[config.mk]
export PLATFORM = sky130hd
export DESIGN_NAME = issueSubsystem
export DESIGN_NICKNAME = d
export VERILOG_FILES = /design/src/hdl/issuePkg.sv /design/src/hdl/aluWriteback.sv /design/src/hdl/issueQueue.sv /design/src/hdl/issueSubsystem.sv /design/src/hdl/mulCtrl.sv /design/src/hdl/mulDatapath.sv /design/src/hdl/wbSlotTimer.sv
export SDC_FILE = /design/constraint.sdc
export NUM_CORES = 1
export LEC_CHECK = 0
export BUFFER_PORTS_ARGS = -buffer_cell sky130_fd_sc_hd__buf_2
export CORE_ASPECT_RATIO = 1.2
export CORE_UTILIZATION = 25
export DETAILED_ROUTE_END_ITERATION = 6
export REMOVE_ABC_BUFFERS = 1
export SYNTH_ARGS = -nofsm -noshare
export SYNTH_HDL_FRONTEND = slang
export SYNTH_SLANG_ARGS = --single-unit
[constraint.sdc]
create_clock -name clk -period 9.5 [get_ports clk]
set_input_delay 0 -clock clk [delete_from_list [all_inputs] [get_ports clk]]
set_output_delay 0 -clock clk [all_outputs]
set_load 0.03 [all_outputs]
[src/hdl/issuePkg.sv]
package issuePkg;

    // Widths of the values that travel through the issue stage
    localparam int TAG_BITS = 5;
    localparam int SQN_BITS = 6;
    localparam int DATA_BITS = 16;

    // Issue queue geometry
    localparam int IQ_SIZE = 8;
    localparam int IQ_CNT_BITS = 4;
    localparam int IQ_IDX_BITS = 3;

    // Multiplier sequencing
    localparam int MUL_STEPS = DATA_BITS;
    localparam int MUL_CNT_BITS = 4;
    // Load cycle, one cycle per step, done cycle
    localparam int MUL_LATENCY = MUL_STEPS + 2;

    // Writeback slot timer
    localparam int WB_SLOT_BITS = MUL_LATENCY;
    // Slot bit set on reserve so that it reaches bit 0 in the last ALU select cycle
    localparam int WB_RESERVE_BIT = MUL_LATENCY - 2;

    typedef logic [TAG_BITS-1:0] Tag;
    typedef logic [SQN_BITS-1:0] SqN;
    typedef logic [DATA_BITS-1:0] Data;
    typedef logic [IQ_CNT_BITS-1:0] IqCnt;
    typedef logic [IQ_IDX_BITS-1:0] IqIdx;
    typedef logic [MUL_CNT_BITS-1:0] MulCnt;

    typedef enum logic {
        FU_ALU,
        FU_MUL
    } FuncUnit;

    typedef enum logic [1:0] {
        ADD,
        SUB,
        AND,
        XOR
    } AluOp;

    typedef enum logic [1:0] {
        IDLE,
        RUN,
        DONE
    } MulState;

endpackage

[src/hdl/aluWriteback.sv]
`timescale 1ns/10ps

module aluWriteback (
    input  logic              clk,
    input  logic              rst,
    input  logic              issValid,
    input  issuePkg::FuncUnit issFu,
    input  issuePkg::AluOp    issOp,
    input  issuePkg::Tag      issTag,
    input  issuePkg::Data     issDataA,
    input  issuePkg::Data     issDataB,
    input  logic              mulDone,
    input  issuePkg::Tag      mulTagOut,
    input  issuePkg::Data     mulResult,
    output logic              wbValid,
    output issuePkg::Tag      wbTag,
    output issuePkg::Data     wbData
);

    issuePkg::Data aluResult;
    logic          aluIssue;

    assign aluIssue = issValid && issFu == issuePkg::FU_ALU;

    always_comb begin
        case (issOp)
            issuePkg::ADD: aluResult = issDataA + issDataB;
            issuePkg::SUB: aluResult = issDataA - issDataB;
            issuePkg::AND: aluResult = issDataA & issDataB;
            issuePkg::XOR: aluResult = issDataA ^ issDataB;
            default:       aluResult = '0;
        endcase
    end

    always_ff @(posedge clk) begin
        if (rst) begin
            wbValid <= 1'b0;
        end else begin
            wbValid <= aluIssue || mulDone;
        end
    end

    // Slot timer keeps the two sources apart
    always_ff @(posedge clk) begin
        if (aluIssue) begin
            wbTag <= issTag;
            wbData <= aluResult;
        end else if (mulDone) begin
            wbTag <= mulTagOut;
            wbData <= mulResult;
        end
    end

    singleWbPort: assert property (@(posedge clk) disable iff (rst)
        !(aluIssue && mulDone))
        else $error("ALU and multiplier results compete for the writeback port");

endmodule

[src/hdl/issueQueue.sv]
`timescale 1ns/10ps

module issueQueue (
    input  logic              clk,
    input  logic              rst,
    input  logic              dispValid,
    input  issuePkg::FuncUnit dispFu,
    input  issuePkg::AluOp    dispOp,
    input  issuePkg::SqN      dispSqN,
    input  issuePkg::Tag      dispTagDst,
    input  issuePkg::Tag      dispTagA,
    input  issuePkg::Tag      dispTagB,
    input  logic              dispAvailA,
    input  logic              dispAvailB,
    input  issuePkg::Data     dispDataA,
    input  issuePkg::Data     dispDataB,
    input  logic              extWakeValid,
    input  issuePkg::Tag      extWakeTag,
    input  logic              wbValid,
    input  issuePkg::Tag      wbTag,
    input  logic              flushValid,
    input  issuePkg::SqN      flushSqN,
    input  logic              mulBusy,
    input  logic              slotTaken,
    output logic              full,
    output logic              issValid,
    output issuePkg::FuncUnit issFu,
    output issuePkg::AluOp    issOp,
    output issuePkg::Tag      issTag,
    output issuePkg::Data     issDataA,
    output issuePkg::Data     issDataB,
    output logic              mulReserve
);

    issuePkg::FuncUnit entFu [issuePkg::IQ_SIZE];
    issuePkg::AluOp    entOp [issuePkg::IQ_SIZE];
    issuePkg::SqN      entSqN [issuePkg::IQ_SIZE];
    issuePkg::Tag      entTagDst [issuePkg::IQ_SIZE];
    issuePkg::Tag      entTagA [issuePkg::IQ_SIZE];
    issuePkg::Tag      entTagB [issuePkg::IQ_SIZE];
    issuePkg::Data     entDataA [issuePkg::IQ_SIZE];
    issuePkg::Data     entDataB [issuePkg::IQ_SIZE];

    logic [issuePkg::IQ_SIZE-1:0] availA;
    logic [issuePkg::IQ_SIZE-1:0] availB;
    logic [issuePkg::IQ_SIZE-1:0] wakeA;
    logic [issuePkg::IQ_SIZE-1:0] wakeB;
    logic [issuePkg::IQ_SIZE-1:0] younger;

    issuePkg::IqCnt count;
    issuePkg::IqCnt keepCount;
    issuePkg::IqCnt insPos;
    issuePkg::IqCnt nextCount;
    issuePkg::IqIdx selIdx;
    logic           selValid;
    logic           issueFire;
    logic           dispWakeA;
    logic           dispWakeB;

    // Tag match against writeback bus and external wake, plus flush age compare
    always_comb begin
        for (int i = 0; i < issuePkg::IQ_SIZE; i++) begin
            wakeA[i] = (wbValid && wbTag == entTagA[i])
                || (extWakeValid && extWakeTag == entTagA[i]);
            wakeB[i] = (wbValid && wbTag == entTagB[i])
                || (extWakeValid && extWakeTag == entTagB[i]);
            younger[i] = flushValid
                && ($signed(issuePkg::SqN'(entSqN[i] - flushSqN)) > 0);
        end
    end

    assign dispWakeA = (wbValid && wbTag == dispTagA) || (extWakeValid && extWakeTag == dispTagA);
    assign dispWakeB = (wbValid && wbTag == dispTagB) || (extWakeValid && extWakeTag == dispTagB);

    // Oldest ready entry wins; entry 0 is the oldest
    always_comb begin
        selValid = 1'b0;
        selIdx = '0;
        keepCount = '0;
        for (int i = 0; i < issuePkg::IQ_SIZE; i++) begin
            if (i < count) begin
                if (!selValid && availA[i] && availB[i]
                        && !(entFu[i] == issuePkg::FU_MUL && mulBusy)
                        && !(entFu[i] == issuePkg::FU_ALU && slotTaken)) begin
                    selValid = 1'b1;
                    selIdx = issuePkg::IqIdx'(i);
                end
                // Surviving entries form a prefix since the queue is age ordered
                if (!younger[i]) begin
                    keepCount = issuePkg::IqCnt'(i + 1);
                end
            end
        end
    end

    assign issueFire = selValid && !younger[selIdx];
    assign mulReserve = issueFire && entFu[selIdx] == issuePkg::FU_MUL;
    assign insPos = keepCount - issuePkg::IqCnt'(issueFire);
    assign nextCount = insPos + issuePkg::IqCnt'(dispValid);
    assign full = count == issuePkg::IqCnt'(issuePkg::IQ_SIZE);

    always_ff @(posedge clk) begin
        if (rst) begin
            count <= '0;
            issValid <= 1'b0;
        end else begin
            count <= nextCount;
            issValid <= issueFire;
        end
    end

    always_ff @(posedge clk) begin
        issFu <= entFu[selIdx];
        issOp <= entOp[selIdx];
        issTag <= entTagDst[selIdx];
        issDataA <= entDataA[selIdx];
        issDataB <= entDataB[selIdx];

        for (int j = 0; j < issuePkg::IQ_SIZE; j++) begin
            availA[j] <= availA[j] | wakeA[j];
            availB[j] <= availB[j] | wakeB[j];
        end

        // Collapse everything behind the issued entry by one slot
        if (issueFire) begin
            for (int j = 0; j < issuePkg::IQ_SIZE - 1; j++) begin
                if (j >= selIdx) begin
                    entFu[j] <= entFu[j+1];
                    entOp[j] <= entOp[j+1];
                    entSqN[j] <= entSqN[j+1];
                    entTagDst[j] <= entTagDst[j+1];
                    entTagA[j] <= entTagA[j+1];
                    entTagB[j] <= entTagB[j+1];
                    entDataA[j] <= entDataA[j+1];
                    entDataB[j] <= entDataB[j+1];
                    availA[j] <= availA[j+1] | wakeA[j+1];
                    availB[j] <= availB[j+1] | wakeB[j+1];
                end
            end
        end

        if (dispValid) begin
            entFu[insPos[issuePkg::IQ_IDX_BITS-1:0]] <= dispFu;
            entOp[insPos[issuePkg::IQ_IDX_BITS-1:0]] <= dispOp;
            entSqN[insPos[issuePkg::IQ_IDX_BITS-1:0]] <= dispSqN;
            entTagDst[insPos[issuePkg::IQ_IDX_BITS-1:0]] <= dispTagDst;
            entTagA[insPos[issuePkg::IQ_IDX_BITS-1:0]] <= dispTagA;
            entTagB[insPos[issuePkg::IQ_IDX_BITS-1:0]] <= dispTagB;
            entDataA[insPos[issuePkg::IQ_IDX_BITS-1:0]] <= dispDataA;
            entDataB[insPos[issuePkg::IQ_IDX_BITS-1:0]] <= dispDataB;
            availA[insPos[issuePkg::IQ_IDX_BITS-1:0]] <= dispAvailA | dispWakeA;
            availB[insPos[issuePkg::IQ_IDX_BITS-1:0]] <= dispAvailB | dispWakeB;
        end
    end

    countBound: assert property (@(posedge clk) disable iff (rst)
        count <= issuePkg::IqCnt'(issuePkg::IQ_SIZE))
        else $error("issue queue count above capacity");

    noDispWhenFull: assert property (@(posedge clk) disable iff (rst)
        dispValid |-> !full)
        else $error("dispatch while issue queue is full");

endmodule

[src/hdl/issueSubsystem.sv]
`timescale 1ns/10ps

module issueSubsystem (
    input  logic              clk,
    input  logic              rst,
    input  logic              dispValid,
    input  issuePkg::FuncUnit dispFu,
    input  issuePkg::AluOp    dispOp,
    input  issuePkg::SqN      dispSqN,
    input  issuePkg::Tag      dispTagDst,
    input  issuePkg::Tag      dispTagA,
    input  issuePkg::Tag      dispTagB,
    input  logic              dispAvailA,
    input  logic              dispAvailB,
    input  issuePkg::Data     dispDataA,
    input  issuePkg::Data     dispDataB,
    input  logic              extWakeValid,
    input  issuePkg::Tag      extWakeTag,
    input  logic              flushValid,
    input  issuePkg::SqN      flushSqN,
    output logic              full,
    output logic              wbValid,
    output issuePkg::Tag      wbTag,
    output issuePkg::Data     wbData
);

    logic              issValid;
    issuePkg::FuncUnit issFu;
    issuePkg::AluOp    issOp;
    issuePkg::Tag      issTag;
    issuePkg::Data     issDataA;
    issuePkg::Data     issDataB;
    logic              mulReserve;
    logic              slotTaken;
    logic              mulBusy;
    logic              mulLoad;
    logic              mulStep;
    logic              mulDone;
    issuePkg::Tag      mulTagOut;
    issuePkg::Data     mulResult;

    issueQueue i_issueQueue (
        .clk(clk),
        .rst(rst),
        .dispValid(dispValid),
        .dispFu(dispFu),
        .dispOp(dispOp),
        .dispSqN(dispSqN),
        .dispTagDst(dispTagDst),
        .dispTagA(dispTagA),
        .dispTagB(dispTagB),
        .dispAvailA(dispAvailA),
        .dispAvailB(dispAvailB),
        .dispDataA(dispDataA),
        .dispDataB(dispDataB),
        .extWakeValid(extWakeValid),
        .extWakeTag(extWakeTag),
        .wbValid(wbValid),
        .wbTag(wbTag),
        .flushValid(flushValid),
        .flushSqN(flushSqN),
        .mulBusy(mulBusy),
        .slotTaken(slotTaken),
        .full(full),
        .issValid(issValid),
        .issFu(issFu),
        .issOp(issOp),
        .issTag(issTag),
        .issDataA(issDataA),
        .issDataB(issDataB),
        .mulReserve(mulReserve)
    );

    wbSlotTimer i_wbSlotTimer (
        .clk(clk),
        .rst(rst),
        .mulReserve(mulReserve),
        .slotTaken(slotTaken)
    );

    mulCtrl i_mulCtrl (
        .clk(clk),
        .rst(rst),
        .issValid(issValid),
        .issFu(issFu),
        .issTag(issTag),
        .mulBusy(mulBusy),
        .mulLoad(mulLoad),
        .mulStep(mulStep),
        .mulDone(mulDone),
        .mulTagOut(mulTagOut)
    );

    mulDatapath i_mulDatapath (
        .clk(clk),
        .rst(rst),
        .mulLoad(mulLoad),
        .mulStep(mulStep),
        .issDataA(issDataA),
        .issDataB(issDataB),
        .mulResult(mulResult)
    );

    aluWriteback i_aluWriteback (
        .clk(clk),
        .rst(rst),
        .issValid(issValid),
        .issFu(issFu),
        .issOp(issOp),
        .issTag(issTag),
        .issDataA(issDataA),
        .issDataB(issDataB),
        .mulDone(mulDone),
        .mulTagOut(mulTagOut),
        .mulResult(mulResult),
        .wbValid(wbValid),
        .wbTag(wbTag),
        .wbData(wbData)
    );

endmodule

[src/hdl/mulCtrl.sv]
`timescale 1ns/10ps

module mulCtrl (
    input  logic              clk,
    input  logic              rst,
    input  logic              issValid,
    input  issuePkg::FuncUnit issFu,
    input  issuePkg::Tag      issTag,
    output logic              mulBusy,
    output logic              mulLoad,
    output logic              mulStep,
    output logic              mulDone,
    output issuePkg::Tag      mulTagOut
);

    issuePkg::MulState state;
    issuePkg::MulCnt   stepCnt;

    assign mulLoad = state == issuePkg::IDLE && issValid && issFu == issuePkg::FU_MUL;
    assign mulStep = state == issuePkg::RUN;
    assign mulDone = state == issuePkg::DONE;
    // Busy already while the multiply sits in the issue register
    assign mulBusy = state != issuePkg::IDLE || mulLoad;

    always_ff @(posedge clk) begin
        if (rst) begin
            state <= issuePkg::IDLE;
            stepCnt <= '0;
        end else begin
            case (state)
                issuePkg::IDLE: begin
                    stepCnt <= '0;
                    if (mulLoad) begin
                        state <= issuePkg::RUN;
                    end
                end
                issuePkg::RUN: begin
                    stepCnt <= stepCnt + 1'b1;
                    if (stepCnt == issuePkg::MulCnt'(issuePkg::MUL_STEPS - 1)) begin
                        state <= issuePkg::DONE;
                    end
                end
                issuePkg::DONE: begin
                    state <= issuePkg::IDLE;
                end
                default: begin
                    state <= issuePkg::IDLE;
                end
            endcase
        end
    end

    always_ff @(posedge clk) begin
        if (mulLoad) begin
            mulTagOut <= issTag;
        end
    end

    mulOnlyWhenIdle: assert property (@(posedge clk) disable iff (rst)
        (issValid && issFu == issuePkg::FU_MUL) |-> state == issuePkg::IDLE)
        else $error("multiply issued while multiplier not idle");

endmodule

[src/hdl/mulDatapath.sv]
`timescale 1ns/10ps

module mulDatapath (
    input  logic          clk,
    input  logic          rst,
    input  logic          mulLoad,
    input  logic          mulStep,
    input  issuePkg::Data issDataA,
    input  issuePkg::Data issDataB,
    output issuePkg::Data mulResult
);

    // Only the low product bits are kept, so the multiplicand never needs more width
    issuePkg::Data multiplicand;
    issuePkg::Data multiplier;
    issuePkg::Data acc;

    always_ff @(posedge clk) begin
        if (mulLoad) begin
            multiplicand <= issDataA;
            multiplier <= issDataB;
        end else if (mulStep) begin
            multiplicand <= multiplicand << 1;
            multiplier <= multiplier >> 1;
        end
    end

    always_ff @(posedge clk) begin
        if (rst) begin
            acc <= '0;
        end else if (mulLoad) begin
            acc <= '0;
        end else if (mulStep && multiplier[0]) begin
            acc <= acc + multiplicand;
        end
    end

    assign mulResult = acc;

endmodule

[src/hdl/wbSlotTimer.sv]
`timescale 1ns/10ps

module wbSlotTimer (
    input  logic clk,
    input  logic rst,
    input  logic mulReserve,
    output logic slotTaken
);

    // One bit per future cycle, bit 0 is the current ALU select cycle
    logic [issuePkg::WB_SLOT_BITS-1:0] slots;

    always_ff @(posedge clk) begin
        if (rst) begin
            slots <= '0;
        end else begin
            slots <= slots >> 1;
            // Multiply enters the issue register on this edge
            if (mulReserve) begin
                slots[issuePkg::WB_RESERVE_BIT] <= 1'b1;
            end
        end
    end

    assign slotTaken = slots[0];

endmodule

Word level (Yosys, flattened, before mapping)
Memory sizes are Yosys's and may differ from the RTL's. A register that Yosys moved wholly into a read port is not among the register bits.
Index checks and enable logic that the tools add are counted.
- bits in registers: 121
- RAM bits: 448
- output and inout port bits: 23
- memories kept: 8
- $add $sub $neg: 14
- magnitude comparators: 26
- equality and inequality tests: 45
- muxes and demuxes: 107
- bitwise operators: 29
- reductions and logical operators: 150
- memory list (memory ; depth ; width ; rd ports ; clocked after Yosys merged registers in ; write ports ; line ; source):
    i_issueQueue.entDataA ; 8 ; 16 ; 8 ; 1 ; 8 ; issueQueue.sv:41 ; issuePkg::Data entDataA [issuePkg::IQ_SIZE];
    i_issueQueue.entDataB ; 8 ; 16 ; 8 ; 1 ; 8 ; issueQueue.sv:42 ; issuePkg::Data entDataB [issuePkg::IQ_SIZE];
    i_issueQueue.entSqN ; 8 ; 6 ; 8 ; 0 ; 8 ; issueQueue.sv:37 ; issuePkg::SqN entSqN [issuePkg::IQ_SIZE];
    i_issueQueue.entTagA ; 8 ; 5 ; 8 ; 0 ; 8 ; issueQueue.sv:39 ; issuePkg::Tag entTagA [issuePkg::IQ_SIZE];
    i_issueQueue.entTagB ; 8 ; 5 ; 8 ; 0 ; 8 ; issueQueue.sv:40 ; issuePkg::Tag entTagB [issuePkg::IQ_SIZE];
    i_issueQueue.entTagDst ; 8 ; 5 ; 8 ; 1 ; 8 ; issueQueue.sv:38 ; issuePkg::Tag entTagDst [issuePkg::IQ_SIZE];
    2 more memories ; -- ; -- ; -- ; -- ; -- ; -- ;
- operators with widths (kind ; count):
    $eq A5 B5 Y1 ; 36
    $logic_and A1 B1 Y1 ; 98
    $mux W16 ; 6
    $pmux W16 S4 ; 1
    $mux W4 ; 15
    $mux W1 ; 58
    $gt A6 B1 Y1 const B ; 8
    $sub A6 B6 Y6 ; 8
    $mux W3 ; 13
    $add A16 B16 Y16 ; 2
    $logic_not A1 Y1 ; 24
    $logic_or A1 B1 Y1 ; 20
    $or A1 B1 Y1 ; 18
    $and A16 B16 Y16 ; 1
    $bwmux W8 ; 2
    $lt A3 B4 Y1 const A ; 4
    $mux W8 ; 2
    $sub A16 B16 Y16 ; 1
    $xor A16 B16 Y16 ; 1
    $mux W7 ; 2
    $mux W5 ; 2
    $ge A3 B3 Y1 const A ; 3
    $not A1 Y1 ; 9
    $eq A4 B4 Y1 const B ; 2
    22 further kinds ; 35

Logic depth before layout (Yosys ltp)
- depth after elaboration: 70
- gate-level depth with buffers: 22
- gate-level depth less buffers: 20

Cells and area by module
From an unflattened synthesis, not the netlist that was laid out.
- cells, all modules: 2555
- area total of the unflattened synthesis: 32597.5 um^2
- modules (own cells, without submodules) (module ; instances ; cells an instance ; area an instance (um^2) ; seq. area each (um^2)):
    issueQueue ; 1 ; 1974 ; 26560.5 ; 14674.1
    mulDatapath ; 1 ; 227 ; 2653.8 ; 1281.2
    aluWriteback ; 1 ; 285 ; 2482.4 ; 650.6
    wbSlotTimer ; 1 ; 35 ; 475.5 ; 340.3
    mulCtrl ; 1 ; 34 ; 425.4 ; 270.3

Worst setup path after synthesis
OpenSTA, ideal clock, no wires.
- path type: flip-flop to flip-flop
- start: memory i_issueQueue.entSqN[4][0] in the netlist's numbering
- end: memory i_issueQueue.entDataA[1][0] in the netlist's numbering (enable)
- library setup time: 547 ps
- arrival time: 6714 ps
- data required time: 8953 ps
- setup slack: 2239 ps
- cell stages (with the launch flop): 14
- path through: edfxtp_1 > inv_1 > ha_1 > fa_1 > nand2b_1 > a21oi_1 > xor2_1 > or4_4 > and4_1 > a311oi_2 > o32a_1 > buf_4 > nand2_1 > o21ai_0
- RTL lines (what ; line):
    start: declaration ; issueQueue.sv:37
    end: declaration ; issueQueue.sv:41

==> impl_metrics.json <==
{
  "grt_max_degree": 73,
  "critPathKind": "flip-flop to flip-flop",
  "clkSinkCount": 607,
  "netlist-cell-type-count": 90,
  "min_from": "dispDataA[4]",
  "grt_pass1_vias": 23000,
  "htreeDepth": 2,
  "syn_area_um2": 33400,
  "worst_setup_path_end_kind": "flip-flop",
  "async_flop_share": 0,
  "place_congestion": 0.869,
  "fmax_ghz": 0.138,
  "clock_path_buffers": 3,
  "cap_violations": 0,
  "finalClockSkew_ps": 43.2,
  "max_slew_margin": 0.276,
  "num_vias": 22800,
  "finalMaxSlewViolations": 0,
  "synthCells": 2655,
  "dieArea_um2": 135000,
  "path_max_fanout": 46,
  "crit_chain": "a211oi_1, o21ai_0, a22oi_1, and3_2, buf_4, nand3_1, and3_1, o32a_1, nand2_1, inv_1, ha_1, ha_1, or3_1, o221ai_1, o31ai_4, buf_4, o21ai_4, buf_4",
  "crit_top_cell": "buf_4",
  "drtPass1Iterations": 6,
  "root_buffer": "clkbuf_16",
  "worst_pin_slew_ps": 1090,
  "grt_usage": 0.144,
  "rsz0062_at_grt": "false",
  "crit_required_ps": 9790,
  "min_path_type": "input port to flip-flop",
  "area_growth_pct": 14.9,
  "io_pins": 97,
  "cp_slowest_cell": "buf_4",
  "finalSetupViolCount": 0,
  "finalNetCount": 2931,
  "synth_flop_cell": "edfxtp_1",
  "reg2reg_from": "i_issueQueue.count[3]$_SDFF_PP0_",
  "remaining_drc_errors": 0,
  "post-route-period-util": 0.764,
  "final_antenna_net_count": 0,
  "port_buffers": 96,
  "grt_first_pass_wirelength_mm": 147,
  "drt_wl_total_mm": 99.4,
  "yosys_warnings": 0,
  "die_w_um": 336,
  "layout-drive-gt1-share": 0.238,
  "gr-total-overflow": 0,
  "antenna_found_initial": 13,
  "yosysSeqAreaShare": 0.515,
  "slowest_delay_ps": 710,
  "fin_crit_ps": 7260,
  "hold-worst-slack_ps": 177,
  "rows": 146,
  "synth_edf_count": 506,
  "path_clk_slew_ps": 70,
  "die_h_um": 402,
  "arrival_ps": 7550,
  "ys_ff_latch": 607,
  "syn_area_per_cell_um2": 12.6,
  "critPathLaunchType": "flip-flop",
  "hold_viol_final": 0,
  "status": "finished, final reports clean",
  "cts_tree": "yes",
  "fin_util": 0.290,
  "wl_per_cell_um": 21.7,
  "viasPerCell": 4.96,
  "cts_inserted_buffers": 58,
  "drt_iter0_markers": 1848,
  "fp.coreArea_um2": 132000,
  "start_util": 0.253,
  "critPathLaunch": "i_issueQueue.count[3]$_SDFF_PP0_",
  "insertion_delay_ps": 670,
  "dpl.hpwl_mm": 62.6
}
## what timing repair did
action	4_1_cts	5_1_grt
gates resized for setup	0	0
setup buffers	0	0
hold endpoints to repair	482	0
hold buffers	61	0
## Yosys cell counts, types with 40 or more instances
library cell / number / area (µm²)
o21ai_0: 71 / 355
xnor2_1: 75 / 657
edfxtp_1: 506 / 15200
mux2_2: 299 / 3370
clkbuf_1: 93 / 349
inv_1: 49 / 184
a21o_1: 45 / 338
a222oi_1: 40 / 400
xor2_1: 161 / 1410
nor2_1: 56 / 210
nand4_1: 42 / 263
mux2_1: 43 / 484
nor2b_1: 42 / 263
nor4_1: 51 / 319
mux2_4: 77 / 1160
a22oi_1: 44 / 330
nand2_1: 209 / 785
a21oi_1: 57 / 285
ha_1: 92 / 1150
dfxtp_1: 101 / 2020
o211ai_1: 49 / 368
nand3_1: 52 / 260
## cells by family after synthesis
kind of cell | after synthesis | share of synthesized area
XOR/XNOR | 237 | 0.0623
flip-flops | 607 | 0.515
AND/OR/NAND/NOR | 594 | 0.0908
adder cells (fa/ha/maj) | 102 | 0.0404
AO/OA/AOI/OAI | 465 | 0.104
multiplexers | 441 | 0.156
buffers and inverters | 209 | 0.0306
## stage by stage
| stage | TNS [ps] | area [µm²] | cells | setup slack [ps] |
|---|---|---|---|---|
| 3_3_place_gp | 0 | 35800 | 4410 | 2500 |
| 3_5_place_dp | 0 | 35800 | 4410 | 2350 |
| 4_1_cts | 0 | 38400 | 4579 | 2310 |
| 5_1_grt | 0 | 38400 | 4582 | 1870 |
| 2_1_floorplan | -512980 | 32600 | 2495 | -4940 |
| 6_report | 0 | 38400 | 4583 | 2240 |
## final timing paths
path / to / depth (start not counted) / slack [ps]
setup / recovery: i_issueQueue.entDataA[6][8]$_DFFE_PP_ / 18 / 2240
hold / removal: i_issueQueue.entDataA[7][4]$_DFFE_PP_ / 2 / 180
setup reg to reg: i_issueQueue.entDataA[6][8]$_DFFE_PP_ / 18 / 2240
hold reg to reg: i_mulCtrl.mulTagOut[4]$_DFFE_PP_ / 0 / 430
## registers in the layout, indices dropped and copies added, names as in the netlist, 16 cells and up
signal	flops
i_wbSlotTimer.slots	17
i_issueQueue.entTagDst	40
i_issueQueue.entSqN	48
i_issueQueue.issDataA	16
i_issueQueue.entTagB	40
i_issueQueue.issDataB	16
i_issueQueue.entDataB	128
i_issueQueue.entTagA	40
i_mulDatapath.mulResult	16
i_mulDatapath.multiplicand	16
i_issueQueue.entDataA	128
i_issueQueue.entOp	16
i_mulDatapath.multiplier	16
i_aluWriteback.wbData	16
## worst max-delay path, delay by kind of cell (launching register included)
kind / cells / cell delay [ps]
flip-flops: 1 / 490
adder cells (fa/ha/maj): 2 / 530
buffers and inverters: 4 / 1750
AND/OR/NAND/NOR: 5 / 1550
AO/OA/AOI/OAI: 7 / 2470
## metal layers
metal,wire length [µm],up-vias,track usage
li1,-,10400,-
met1,40000,11500,0.173
met2,50300,726,0.255
met3,5210,201,0.0202
met4,3720,16,0.0569
met5,105,-,0
## final cells by class
type / count / area [µm²]
fill: 13500 / 93900
sequential: 607 / 17200
multi-input combinational: 1839 / 15400
tap: 1776 / 2220
clock buffer: 77 / 1620
timing repair buffer: 200 / 1410
clock inverter: 31 / 377
inverter: 49 / 185
antenna: 4 / 10.0
## layout by cell type (no fill, tap or decap), types with 56 or more instances in the layout
master,instances
a21oi_1,56
dlygate4sd3_1,61
nand2_1,207
ha_1,92
xor2_1,161
o21ai_0,66
xnor2_1,75
buf_2,96
dfxtp_1,101
edfxtp_1,506
mux2_4,77
mux2_2,299
clkbuf_16,60
Power is left out: the tool's default activity adds up to more than one toggle a clock period on the data nets, which glitch-free logic cannot reach.
